--- config.mk ---
export PLATFORM = sky130hd
export DESIGN_NAME = liberio_chdr64_adapter
export DESIGN_NICKNAME = d
export VERILOG_FILES = /design/src/hw/chdr_pkg.sv /design/src/hw/xport_pkg.sv /design/src/hw/xport_route_table.sv /design/src/hw/xport_adapter_ctrl.sv /design/src/hw/xport_dma_ingress.sv /design/src/hw/xport_chdr_egress.sv /design/src/hw/liberio_chdr64_adapter.sv
export VERILOG_INCLUDE_DIRS = /design/src /design/src/hw
export SDC_FILE = /design/constraint.sdc
export NUM_CORES = 1
export LEC_CHECK = 0
export BUFFER_PORTS_ARGS = -buffer_cell sky130_fd_sc_hd__buf_2
export CORE_MARGIN = 8
export CORE_UTILIZATION = 35
export CTS_CLUSTER_DIAMETER = 30
export DETAILED_ROUTE_END_ITERATION = 7
export PLACE_DENSITY = 0.68
export SLEW_MARGIN = 5
export SYNTH_ARGS = -nofsm -noshare
export SYNTH_HDL_FRONTEND = slang
export SYNTH_SLANG_ARGS = --single-unit
export TNS_END_PERCENT = 30
--- constraint.sdc ---
create_clock -name clk -period 9.2 [get_ports clk]
set_input_delay 1.84 -clock clk [delete_from_list [all_inputs] [get_ports clk]]
set_output_delay 1.84 -clock clk [all_outputs]
set_load 0.02 [all_outputs]
--- src/hw/xport_params.svh ---
// ----------------------------------------------------------------------
// Width and depth defines for the CHDR transport adapter
// ----------------------------------------------------------------------
`ifndef XPORT_PARAMS_SVH
`define XPORT_PARAMS_SVH

// Stream data width in bits
`define XPORT_CHDR_W 64

// DMA engine ID width, carried on tuser
`define XPORT_DMA_ID_W 8

// Log2 of the return-route table depth
`define XPORT_RT_TBL_SIZE 4

`endif

--- src/hw/chdr_pkg.sv ---
// ----------------------------------------------------------------------
// CHDR header field types and the packet-type encoding
// ----------------------------------------------------------------------
`include "xport_params.svh"

package chdr_pkg;

  // One stream word
  typedef logic [`XPORT_CHDR_W-1:0] chdr_word_t;

  // Endpoint ID
  typedef logic [15:0] epid_t;

  // Header field positions
  localparam int CHDR_EPID_LSB  = 0;
  localparam int CHDR_PKT_TYPE_LSB = 53;

  // Packet type, header bits 55..53
  typedef enum logic [2:0] {
    PKT_MGMT    = 3'd0,
    PKT_STRS    = 3'd1,
    PKT_STRC    = 3'd2,
    PKT_CTRL    = 3'd4,
    PKT_DATA    = 3'd6,
    PKT_DATA_TS = 3'd7
  } chdr_pkt_type_t;

endpackage

--- src/hw/xport_pkg.sv ---
// ----------------------------------------------------------------------
// Adapter-internal types: DMA ID, table index and FSM states
// ----------------------------------------------------------------------
`include "xport_params.svh"

package xport_pkg;

  // DMA engine ID on tuser
  typedef logic [`XPORT_DMA_ID_W-1:0] dma_id_t;

  // Route table slot index
  typedef logic [`XPORT_RT_TBL_SIZE-1:0] rt_index_t;

  // DMA-to-network FSM
  typedef enum logic [1:0] {
    ING_HDR,       // waiting for a header
    ING_FWD,       // forwarding packet body
    ING_ADV_HDR,   // advertise seen, next word holds the EPID
    ING_ADV_BODY   // consuming the rest of an advertise
  } ing_state_t;

  // Network-to-DMA FSM
  typedef enum logic [1:0] {
    EGR_HDR,
    EGR_FWD,
    EGR_DROP
  } egr_state_t;

endpackage

--- src/hw/xport_route_table.sv ---
// ----------------------------------------------------------------------
// Return-route table: valid bit plus DMA ID per EPID slot
// ----------------------------------------------------------------------
`timescale 1ns/1ps
`include "xport_params.svh"

module xport_route_table import chdr_pkg::*, xport_pkg::*; (
  input  logic      clk,
  input  logic      rst,
  // Write port from the advertise path
  input  logic      rt_wr,
  input  rt_index_t rt_wr_index,
  input  dma_id_t   rt_wr_id,
  // Lookup port for the network-to-DMA path
  input  epid_t     rd_epid,
  output logic      rt_hit,
  output dma_id_t   rt_id
);

  localparam int RT_DEPTH = 1 << `XPORT_RT_TBL_SIZE;

  logic [RT_DEPTH-1:0] entry_valid;
  dma_id_t             entry_id [RT_DEPTH];
  rt_index_t           rd_index;

  // Low EPID bits select the slot
  assign rd_index = rd_epid[`XPORT_RT_TBL_SIZE-1:0];

  // Valid bits are cleared on reset
  always_ff @(posedge clk) begin
    if (rst) begin
      entry_valid <= '0;
    end else if (rt_wr) begin
      entry_valid[rt_wr_index] <= 1'b1;
    end
  end

  // Stored IDs
  always_ff @(posedge clk) begin
    if (rt_wr) begin
      entry_id[rt_wr_index] <= rt_wr_id;
    end
  end

  // Combinational lookup
  assign rt_hit = entry_valid[rd_index];
  assign rt_id  = entry_id[rd_index];

endmodule

--- src/hw/xport_adapter_ctrl.sv ---
// ----------------------------------------------------------------------
// Per-packet decision FSMs for both directions
// Route table writes from advertise packets, dropped-packet counter
// ----------------------------------------------------------------------
`timescale 1ns/1ps

module xport_adapter_ctrl import chdr_pkg::*, xport_pkg::*; (
  input  logic           clk,
  input  logic           rst,
  // DMA-to-network side
  input  logic           ing_valid,
  input  logic           ing_last,
  input  epid_t          ing_epid,
  input  chdr_pkt_type_t ing_type,
  input  logic           ing_out_free,
  output logic           ing_accept,
  output logic           ing_forward,
  input  rt_index_t      ing_data_low,
  input  dma_id_t        dma_tuser,
  // Route table write
  output logic           rt_wr,
  output rt_index_t      rt_wr_index,
  output dma_id_t        rt_wr_id,
  // Network-to-DMA side
  input  logic           egr_valid,
  input  logic           egr_last,
  input  logic           egr_out_free,
  input  logic           rt_hit,
  output logic           egr_accept,
  output logic           egr_forward,
  output logic           egr_first,
  output logic [15:0]    drop_count
);

  ing_state_t ing_state;
  egr_state_t egr_state;
  logic       ing_is_adv;
  logic       ing_consume;

  // ----------------------------------------------------------------------
  // DMA-to-network
  // ----------------------------------------------------------------------
  // Management packet to endpoint 0
  assign ing_is_adv = (ing_type == PKT_MGMT) && (ing_epid == '0);

  // Words of an advertise are swallowed
  assign ing_consume = (ing_state == ING_ADV_HDR) || (ing_state == ING_ADV_BODY) ||
                       ((ing_state == ING_HDR) && ing_is_adv);

  assign ing_accept  = ing_valid && (ing_consume || ing_out_free);
  assign ing_forward = ing_accept && !ing_consume;

  // Second advertise word carries the source EPID
  assign rt_wr       = ing_accept && (ing_state == ING_ADV_HDR);
  assign rt_wr_index = ing_data_low;
  assign rt_wr_id    = dma_tuser;

  always_ff @(posedge clk) begin
    if (rst) begin
      ing_state <= ING_HDR;
    end else if (ing_accept) begin
      if (ing_last) begin
        ing_state <= ING_HDR;
      end else begin
        case (ing_state)
          ING_HDR:     ing_state <= ing_is_adv ? ING_ADV_HDR : ING_FWD;
          ING_ADV_HDR: ing_state <= ING_ADV_BODY;
          default:     ing_state <= ing_state;
        endcase
      end
    end
  end

  // ----------------------------------------------------------------------
  // Network-to-DMA
  // ----------------------------------------------------------------------
  assign egr_first   = (egr_state == EGR_HDR);
  // Drop path never waits on the output
  assign egr_accept  = egr_valid && ((egr_state == EGR_DROP) ||
                       (egr_first && !rt_hit) || egr_out_free);
  assign egr_forward = egr_accept && ((egr_state == EGR_FWD) || (egr_first && rt_hit));

  always_ff @(posedge clk) begin
    if (rst) begin
      egr_state  <= EGR_HDR;
      drop_count <= '0;
    end else if (egr_accept) begin
      if (egr_first && !rt_hit && (drop_count != 16'hffff)) begin
        drop_count <= drop_count + 16'd1;   // once per missed header, saturating
      end
      if (egr_last) begin
        egr_state <= EGR_HDR;
      end else if (egr_first) begin
        egr_state <= rt_hit ? EGR_FWD : EGR_DROP;
      end
    end
  end

endmodule

--- src/hw/xport_dma_ingress.sv ---
// ----------------------------------------------------------------------
// DMA-to-network output register with header field extraction
// ----------------------------------------------------------------------
`timescale 1ns/1ps

module xport_dma_ingress import chdr_pkg::*, xport_pkg::*; (
  input  logic           clk,
  input  logic           rst,
  // Stream from the DMA engines
  input  chdr_word_t     s_dma_tdata,
  input  logic           s_dma_tlast,
  input  logic           s_dma_tvalid,
  output logic           s_dma_tready,
  // Stream to the network
  output chdr_word_t     m_chdr_tdata,
  output logic           m_chdr_tlast,
  output logic           m_chdr_tvalid,
  input  logic           m_chdr_tready,
  // Controller interface
  output epid_t          ing_epid,
  output chdr_pkt_type_t ing_type,
  output rt_index_t      ing_data_low,
  output logic           ing_out_free,
  input  logic           ing_accept,
  input  logic           ing_forward
);

  // Header fields from the live input word
  assign ing_epid     = s_dma_tdata[CHDR_EPID_LSB +: 16];
  assign ing_type     = chdr_pkt_type_t'(s_dma_tdata[CHDR_PKT_TYPE_LSB +: 3]);
  assign ing_data_low = s_dma_tdata[$bits(rt_index_t)-1:0];

  // Register empty or draining this cycle
  assign ing_out_free = !m_chdr_tvalid || m_chdr_tready;
  assign s_dma_tready = ing_accept && s_dma_tvalid;

  always_ff @(posedge clk) begin
    if (rst) begin
      m_chdr_tvalid <= 1'b0;
    end else if (ing_forward) begin
      m_chdr_tvalid <= 1'b1;
    end else if (m_chdr_tready) begin
      m_chdr_tvalid <= 1'b0;
    end
  end

  // Payload register
  always_ff @(posedge clk) begin
    if (ing_forward) begin
      m_chdr_tdata <= s_dma_tdata;
      m_chdr_tlast <= s_dma_tlast;
    end
  end

endmodule

--- src/hw/xport_chdr_egress.sv ---
// ----------------------------------------------------------------------
// Network-to-DMA output register
// Destination DMA ID is captured on the header and held to tlast
// ----------------------------------------------------------------------
`timescale 1ns/1ps

module xport_chdr_egress import chdr_pkg::*, xport_pkg::*; (
  input  logic       clk,
  input  logic       rst,
  // Stream from the network
  input  chdr_word_t s_chdr_tdata,
  input  logic       s_chdr_tlast,
  input  logic       s_chdr_tvalid,
  output logic       s_chdr_tready,
  // Stream to the DMA engines
  output chdr_word_t m_dma_tdata,
  output dma_id_t    m_dma_tuser,
  output logic       m_dma_tlast,
  output logic       m_dma_tvalid,
  input  logic       m_dma_tready,
  // Controller and route table
  output epid_t      egr_epid,
  output logic       egr_out_free,
  input  logic       egr_accept,
  input  logic       egr_forward,
  input  logic       egr_first,
  input  dma_id_t    rt_id
);

  // Destination EPID for the table lookup
  assign egr_epid = s_chdr_tdata[CHDR_EPID_LSB +: 16];

  // Free when empty or being read this cycle
  assign egr_out_free  = !m_dma_tvalid || m_dma_tready;
  assign s_chdr_tready = egr_accept && s_chdr_tvalid;

  // ----------------------------------------------------------------------
  // Output register
  // ----------------------------------------------------------------------
  always_ff @(posedge clk) begin
    if (rst) begin
      m_dma_tvalid <= 1'b0;
    end else if (egr_forward) begin
      m_dma_tvalid <= 1'b1;
    end else if (m_dma_tready) begin
      m_dma_tvalid <= 1'b0;
    end
  end

  always_ff @(posedge clk) begin
    if (egr_forward) begin
      m_dma_tdata <= s_chdr_tdata;
      m_dma_tlast <= s_chdr_tlast;
    end
  end

  // Table lookup taken only on the header word
  // A rewrite of the entry mid-packet leaves tuser untouched
  always_ff @(posedge clk) begin
    if (egr_forward && egr_first) begin
      m_dma_tuser <= rt_id;
    end
  end

endmodule

--- src/hw/liberio_chdr64_adapter.sv ---
// ----------------------------------------------------------------------
// CHDR64 transport adapter top
// Connects the decision FSMs, both output stages and the route table
// ----------------------------------------------------------------------
`timescale 1ns/1ps

module liberio_chdr64_adapter import chdr_pkg::*, xport_pkg::*; (
  input  logic        clk,
  input  logic        rst,
  // DMA side
  input  chdr_word_t  s_dma_tdata,
  input  dma_id_t     s_dma_tuser,
  input  logic        s_dma_tlast,
  input  logic        s_dma_tvalid,
  output logic        s_dma_tready,
  output chdr_word_t  m_dma_tdata,
  output dma_id_t     m_dma_tuser,
  output logic        m_dma_tlast,
  output logic        m_dma_tvalid,
  input  logic        m_dma_tready,
  // Network side
  input  chdr_word_t  s_chdr_tdata,
  input  logic        s_chdr_tlast,
  input  logic        s_chdr_tvalid,
  output logic        s_chdr_tready,
  output chdr_word_t  m_chdr_tdata,
  output logic        m_chdr_tlast,
  output logic        m_chdr_tvalid,
  input  logic        m_chdr_tready,
  // Packets dropped on a route miss
  output logic [15:0] drop_count
);

  epid_t          ing_epid;
  chdr_pkt_type_t ing_type;
  rt_index_t      ing_data_low;
  logic           ing_out_free;
  logic           ing_accept;
  logic           ing_forward;
  logic           rt_wr;
  rt_index_t      rt_wr_index;
  dma_id_t        rt_wr_id;
  epid_t          egr_epid;
  logic           egr_out_free;
  logic           egr_accept;
  logic           egr_forward;
  logic           egr_first;
  logic           rt_hit;
  dma_id_t        rt_id;

  xport_adapter_ctrl i_ctrl (
    .clk          (clk),
    .rst          (rst),
    .ing_valid    (s_dma_tvalid),
    .ing_last     (s_dma_tlast),
    .ing_epid     (ing_epid),
    .ing_type     (ing_type),
    .ing_out_free (ing_out_free),
    .ing_accept   (ing_accept),
    .ing_forward  (ing_forward),
    .ing_data_low (ing_data_low),
    .dma_tuser    (s_dma_tuser),
    .rt_wr        (rt_wr),
    .rt_wr_index  (rt_wr_index),
    .rt_wr_id     (rt_wr_id),
    .egr_valid    (s_chdr_tvalid),
    .egr_last     (s_chdr_tlast),
    .egr_out_free (egr_out_free),
    .rt_hit       (rt_hit),
    .egr_accept   (egr_accept),
    .egr_forward  (egr_forward),
    .egr_first    (egr_first),
    .drop_count   (drop_count)
  );

  xport_dma_ingress i_dma_ingress (
    .clk           (clk),
    .rst           (rst),
    .s_dma_tdata   (s_dma_tdata),
    .s_dma_tlast   (s_dma_tlast),
    .s_dma_tvalid  (s_dma_tvalid),
    .s_dma_tready  (s_dma_tready),
    .m_chdr_tdata  (m_chdr_tdata),
    .m_chdr_tlast  (m_chdr_tlast),
    .m_chdr_tvalid (m_chdr_tvalid),
    .m_chdr_tready (m_chdr_tready),
    .ing_epid      (ing_epid),
    .ing_type      (ing_type),
    .ing_data_low  (ing_data_low),
    .ing_out_free  (ing_out_free),
    .ing_accept    (ing_accept),
    .ing_forward   (ing_forward)
  );

  xport_chdr_egress i_chdr_egress (
    .clk           (clk),
    .rst           (rst),
    .s_chdr_tdata  (s_chdr_tdata),
    .s_chdr_tlast  (s_chdr_tlast),
    .s_chdr_tvalid (s_chdr_tvalid),
    .s_chdr_tready (s_chdr_tready),
    .m_dma_tdata   (m_dma_tdata),
    .m_dma_tuser   (m_dma_tuser),
    .m_dma_tlast   (m_dma_tlast),
    .m_dma_tvalid  (m_dma_tvalid),
    .m_dma_tready  (m_dma_tready),
    .egr_epid      (egr_epid),
    .egr_out_free  (egr_out_free),
    .egr_accept    (egr_accept),
    .egr_forward   (egr_forward),
    .egr_first     (egr_first),
    .rt_id         (rt_id)
  );

  xport_route_table i_route_table (
    .clk         (clk),
    .rst         (rst),
    .rt_wr       (rt_wr),
    .rt_wr_index (rt_wr_index),
    .rt_wr_id    (rt_wr_id),
    .rd_epid     (egr_epid),
    .rt_hit      (rt_hit),
    .rt_id       (rt_id)
  );

endmodule

==> key figures <==
Worst setup path
  – Crit end category: output pin
  – Worst setup SP type: input port
  – R2r startpoint: i_route_table.entry_valid[11]
  – Crit path arrival time: 3950 ps
  – Worst Setup SP: s_chdr_tdata[2]
  – CP Class: input port to output pin
  – Max Fanout on Critical Path: 13
  – Req. time, crit path: 7360 ps

Timing
  – Fin Setup TNS: 0 ps
  – Final period utilization: 0.629
  – Worst-margin pin slew: ~1200 ps
  – Skew final: 17.5 ps
  – Max Slew Vio Count: 0
  – Period minus WS final: approximately 5800 ps
  – Fmax: 173 MHz
  – Final hold vios: 0
  – RSZ-0062 raised after global routing: false
  – # setup viols final: 0
  – Worst slew margin: 0.205

Detailed routing
  – Total Wirelength: about 27,000 um
  – Initial DRC Count: 318
  – Vias per inst: 4.78
  – Drt wl/cell: between 20 and 25 um
  – Via total after detailed routing: 6,395
  – Detail Route Antenna Nets: 0
  – Drt pass-1 iters: 5
  – # DRC: 0

Die
  – Die area: 0.0369 mm2
  – Ports: 302
  – Chip Width: 192 um
  – Starting density of the core: 0.355
  – Num rows: 64
  – DIE HEIGHT: just under 200 um
  – Core ar.: 0.0306 mm2

Worst hold path
  – Worst hold path class: register to register
  – Hold Crit Start: i_route_table.entry_valid[15]

Clock tree
  – H-Tree Depth: 2
  – Reg clk slew, reported paths: 40 ps
  – Num CTS Buffers: 60
  – Cts repair resizes: 0
  – # Post-CTS Setup Buffers: 0
  – CTS Sinks: 304
  – Hold-fix buffers, CTS: 0
  – Root buffer cell: clkbuf_16
  – CTS Buffer Depth: 3
  – TritonCTS clock tree: yes
  – Clk_lat worst skew: 570 ps

Synth
  – Register area share after synthesis: 0.806
  – Post-synth EDFFs: between 200 and 300
  – Synthesized area per cell: 20.1 um2
  – Primary FF master, synth: edfxtp_1
  – Top cell type's share of synthesized area: 0.736
  – #FFs+latches synth: 304
  – Unique masters post-synth: 46
  – Largest cells by area after synthesis: edfxtp_1 (74%), mux4_2 (8.3%), dfxtp_1 (7.0%)
  – Leading area contributor after synthesis: edfxtp_1
  – Most frequent cells after synthesis: edfxtp_1 (266), nor2_1 (54), mux4_2 (40)
  – Gate Count Post-Synth: between 500 and 600
  – Ys async rst share: 0
  – Syn_nets: between 600 and 700
  – Mapped Area: 0.0109 mm2
  – Yosys warns: 0
  – Leading cell type by number of instances after synthesis: edfxtp_1

Final layout
  – Final nets: 1,036
  – Final core utilization: 0.490
  – Area delta synth->final: 38.2%
  – Share of layout cells above drive strength 1: 0.494
  – Antenna diodes: 0
  – FILL cells: 2,567

Pwr
  – Leakage power: 5.62 nW
  – Pwr dens: around 260 mW/mm2
  – Peak supply drop: 185 uV

GRT
  – Number of global-route vias before repair: 6,770
  – Grt ovf: 0
  – Largest net degree at the start of global routing: 66
  – First-pass GRT wire length: 39,500 um
  – GRT Util Overall: 0.141
  – Antenna violations before repair: 2

Flow run
  – Max-cap violations: 0

Placed design
  – Gp weighted congestion: 0.741
  – DP Wirelength: 18,400 um
  – Port bufs: 301

Run status
  – Status: finished, final reports clean
[state kept, by name, summed over array words and instances, names as in the netlist, 2 cells and up]
| name | flops |
|---|---|
| i_chdr_egress.m_dma_tdata | 64 |
| i_chdr_egress.m_dma_tuser | 8 |
| i_ctrl.drop_count | 16 |
| i_ctrl.egr_state | 2 |
| i_ctrl.ing_state | 2 |
| i_dma_ingress.m_chdr_tdata | 64 |
| i_route_table.entry_id | 128 |
| i_route_table.entry_valid | 16 |
[final timing paths]
| kind | end | slack [ps] | cells after the start |
|---|---|---|---|
| min reg2reg | i_route_table.entry_valid[15] | 470 | 2 |
| max reg2reg | i_ctrl.drop_count[5] | 6600 | 5 |
| min | i_route_table.entry_valid[15] | 470 | 2 |
| max | s_chdr_tready | 3410 | 7 |
[routing by layer]
layer,track usage,share of wire
met5,0,0.00085
met4,0.0526,0.024
met3,0.0516,0.11
met2,0.235,0.47
met1,0.165,0.39
[cells in the final DEF, fill, tap and decap left out, types with 3 or more instances in the layout]
| master | instances |
|---|---|
| a21oi_1 | 16 |
| a31oi_1 | 3 |
| and3_1 | 3 |
| and4_1 | 3 |
| buf_2 | 301 |
| buf_4 | 5 |
| bufinv_16 | 10 |
| clkbuf_1 | 3 |
| clkbuf_16 | 61 |
| clkbuf_8 | 3 |
| clkinv_1 | 9 |
| clkinv_2 | 5 |
| clkinv_4 | 5 |
| clkinvlp_4 | 6 |
| dfxtp_1 | 38 |
| edfxtp_1 | 266 |
| inv_1 | 6 |
| inv_6 | 8 |
| mux4_1 | 5 |
| mux4_2 | 40 |
| nand2_1 | 8 |
| nand2b_1 | 5 |
| nand3_1 | 7 |
| nand4_1 | 4 |
| nor2_1 | 53 |
| nor2b_1 | 4 |
| nor3_1 | 3 |
| nor4_1 | 7 |
| o21ai_0 | 6 |
| o21ba_2 | 5 |
| or3_1 | 4 |
| xnor2_1 | 6 |
[worst max-delay path, cell delays in order]
cell and delay (ps):
buf_2 370, mux4_1 600, mux4_2 640, inv_1 150, o21ai_0 80, nand2_1 90
buf_2 160
[area by class of cell]
cell class                      instances  area, um2  area share
Timing Repair Buffer                  306       1540       0.103
Clock buffer                           67       1580       0.105
Clock inverter                         47        587      0.0391
Inverter                                6       22.5     0.00150
Sequential cell                       304       8750       0.583
Tap cell                              396        495      0.0330
Multi-Input combinational cell        213       2030       0.135
[logic make-up after synthesis]
kind of cell | share of synthesized area
flops | 0.806
simple gates | 0.0590
mux | 0.0981
compound gates | 0.0218
buf+inv | 0.00911
xor+xnor | 0.00484
fa+ha+maj | 0.00115
[report_power, final]
part,internal [W],switching [W],total [W]
clock network,0.00153,0.000729,0.00226
logic,0.0000567,0.0000827,0.000139
registers,0.00152,0.00000708,0.00153
total,0.00311,0.000819,0.00393
[metrics by stage]
step | instance area (um2) | setup slack, ps | cells | total power, W | hold slack [ps]
3_3_place_gp | 12800 | 3410 | 1225 | 0.00170 | 451
5_1_grt | 15000 | 3280 | 1339 | 0.00404 | 487
6_report | 15000 | 3410 | 1339 | 0.00393 | 466
4_1_cts | 15000 | 3390 | 1339 | 0.00397 | 472
2_1_floorplan | 10900 | 1260 | 541 | 0.00163 | 431
3_5_place_dp | 12800 | 3400 | 1225 | 0.00170 | 462
Power figures use the tool's default switching activity.
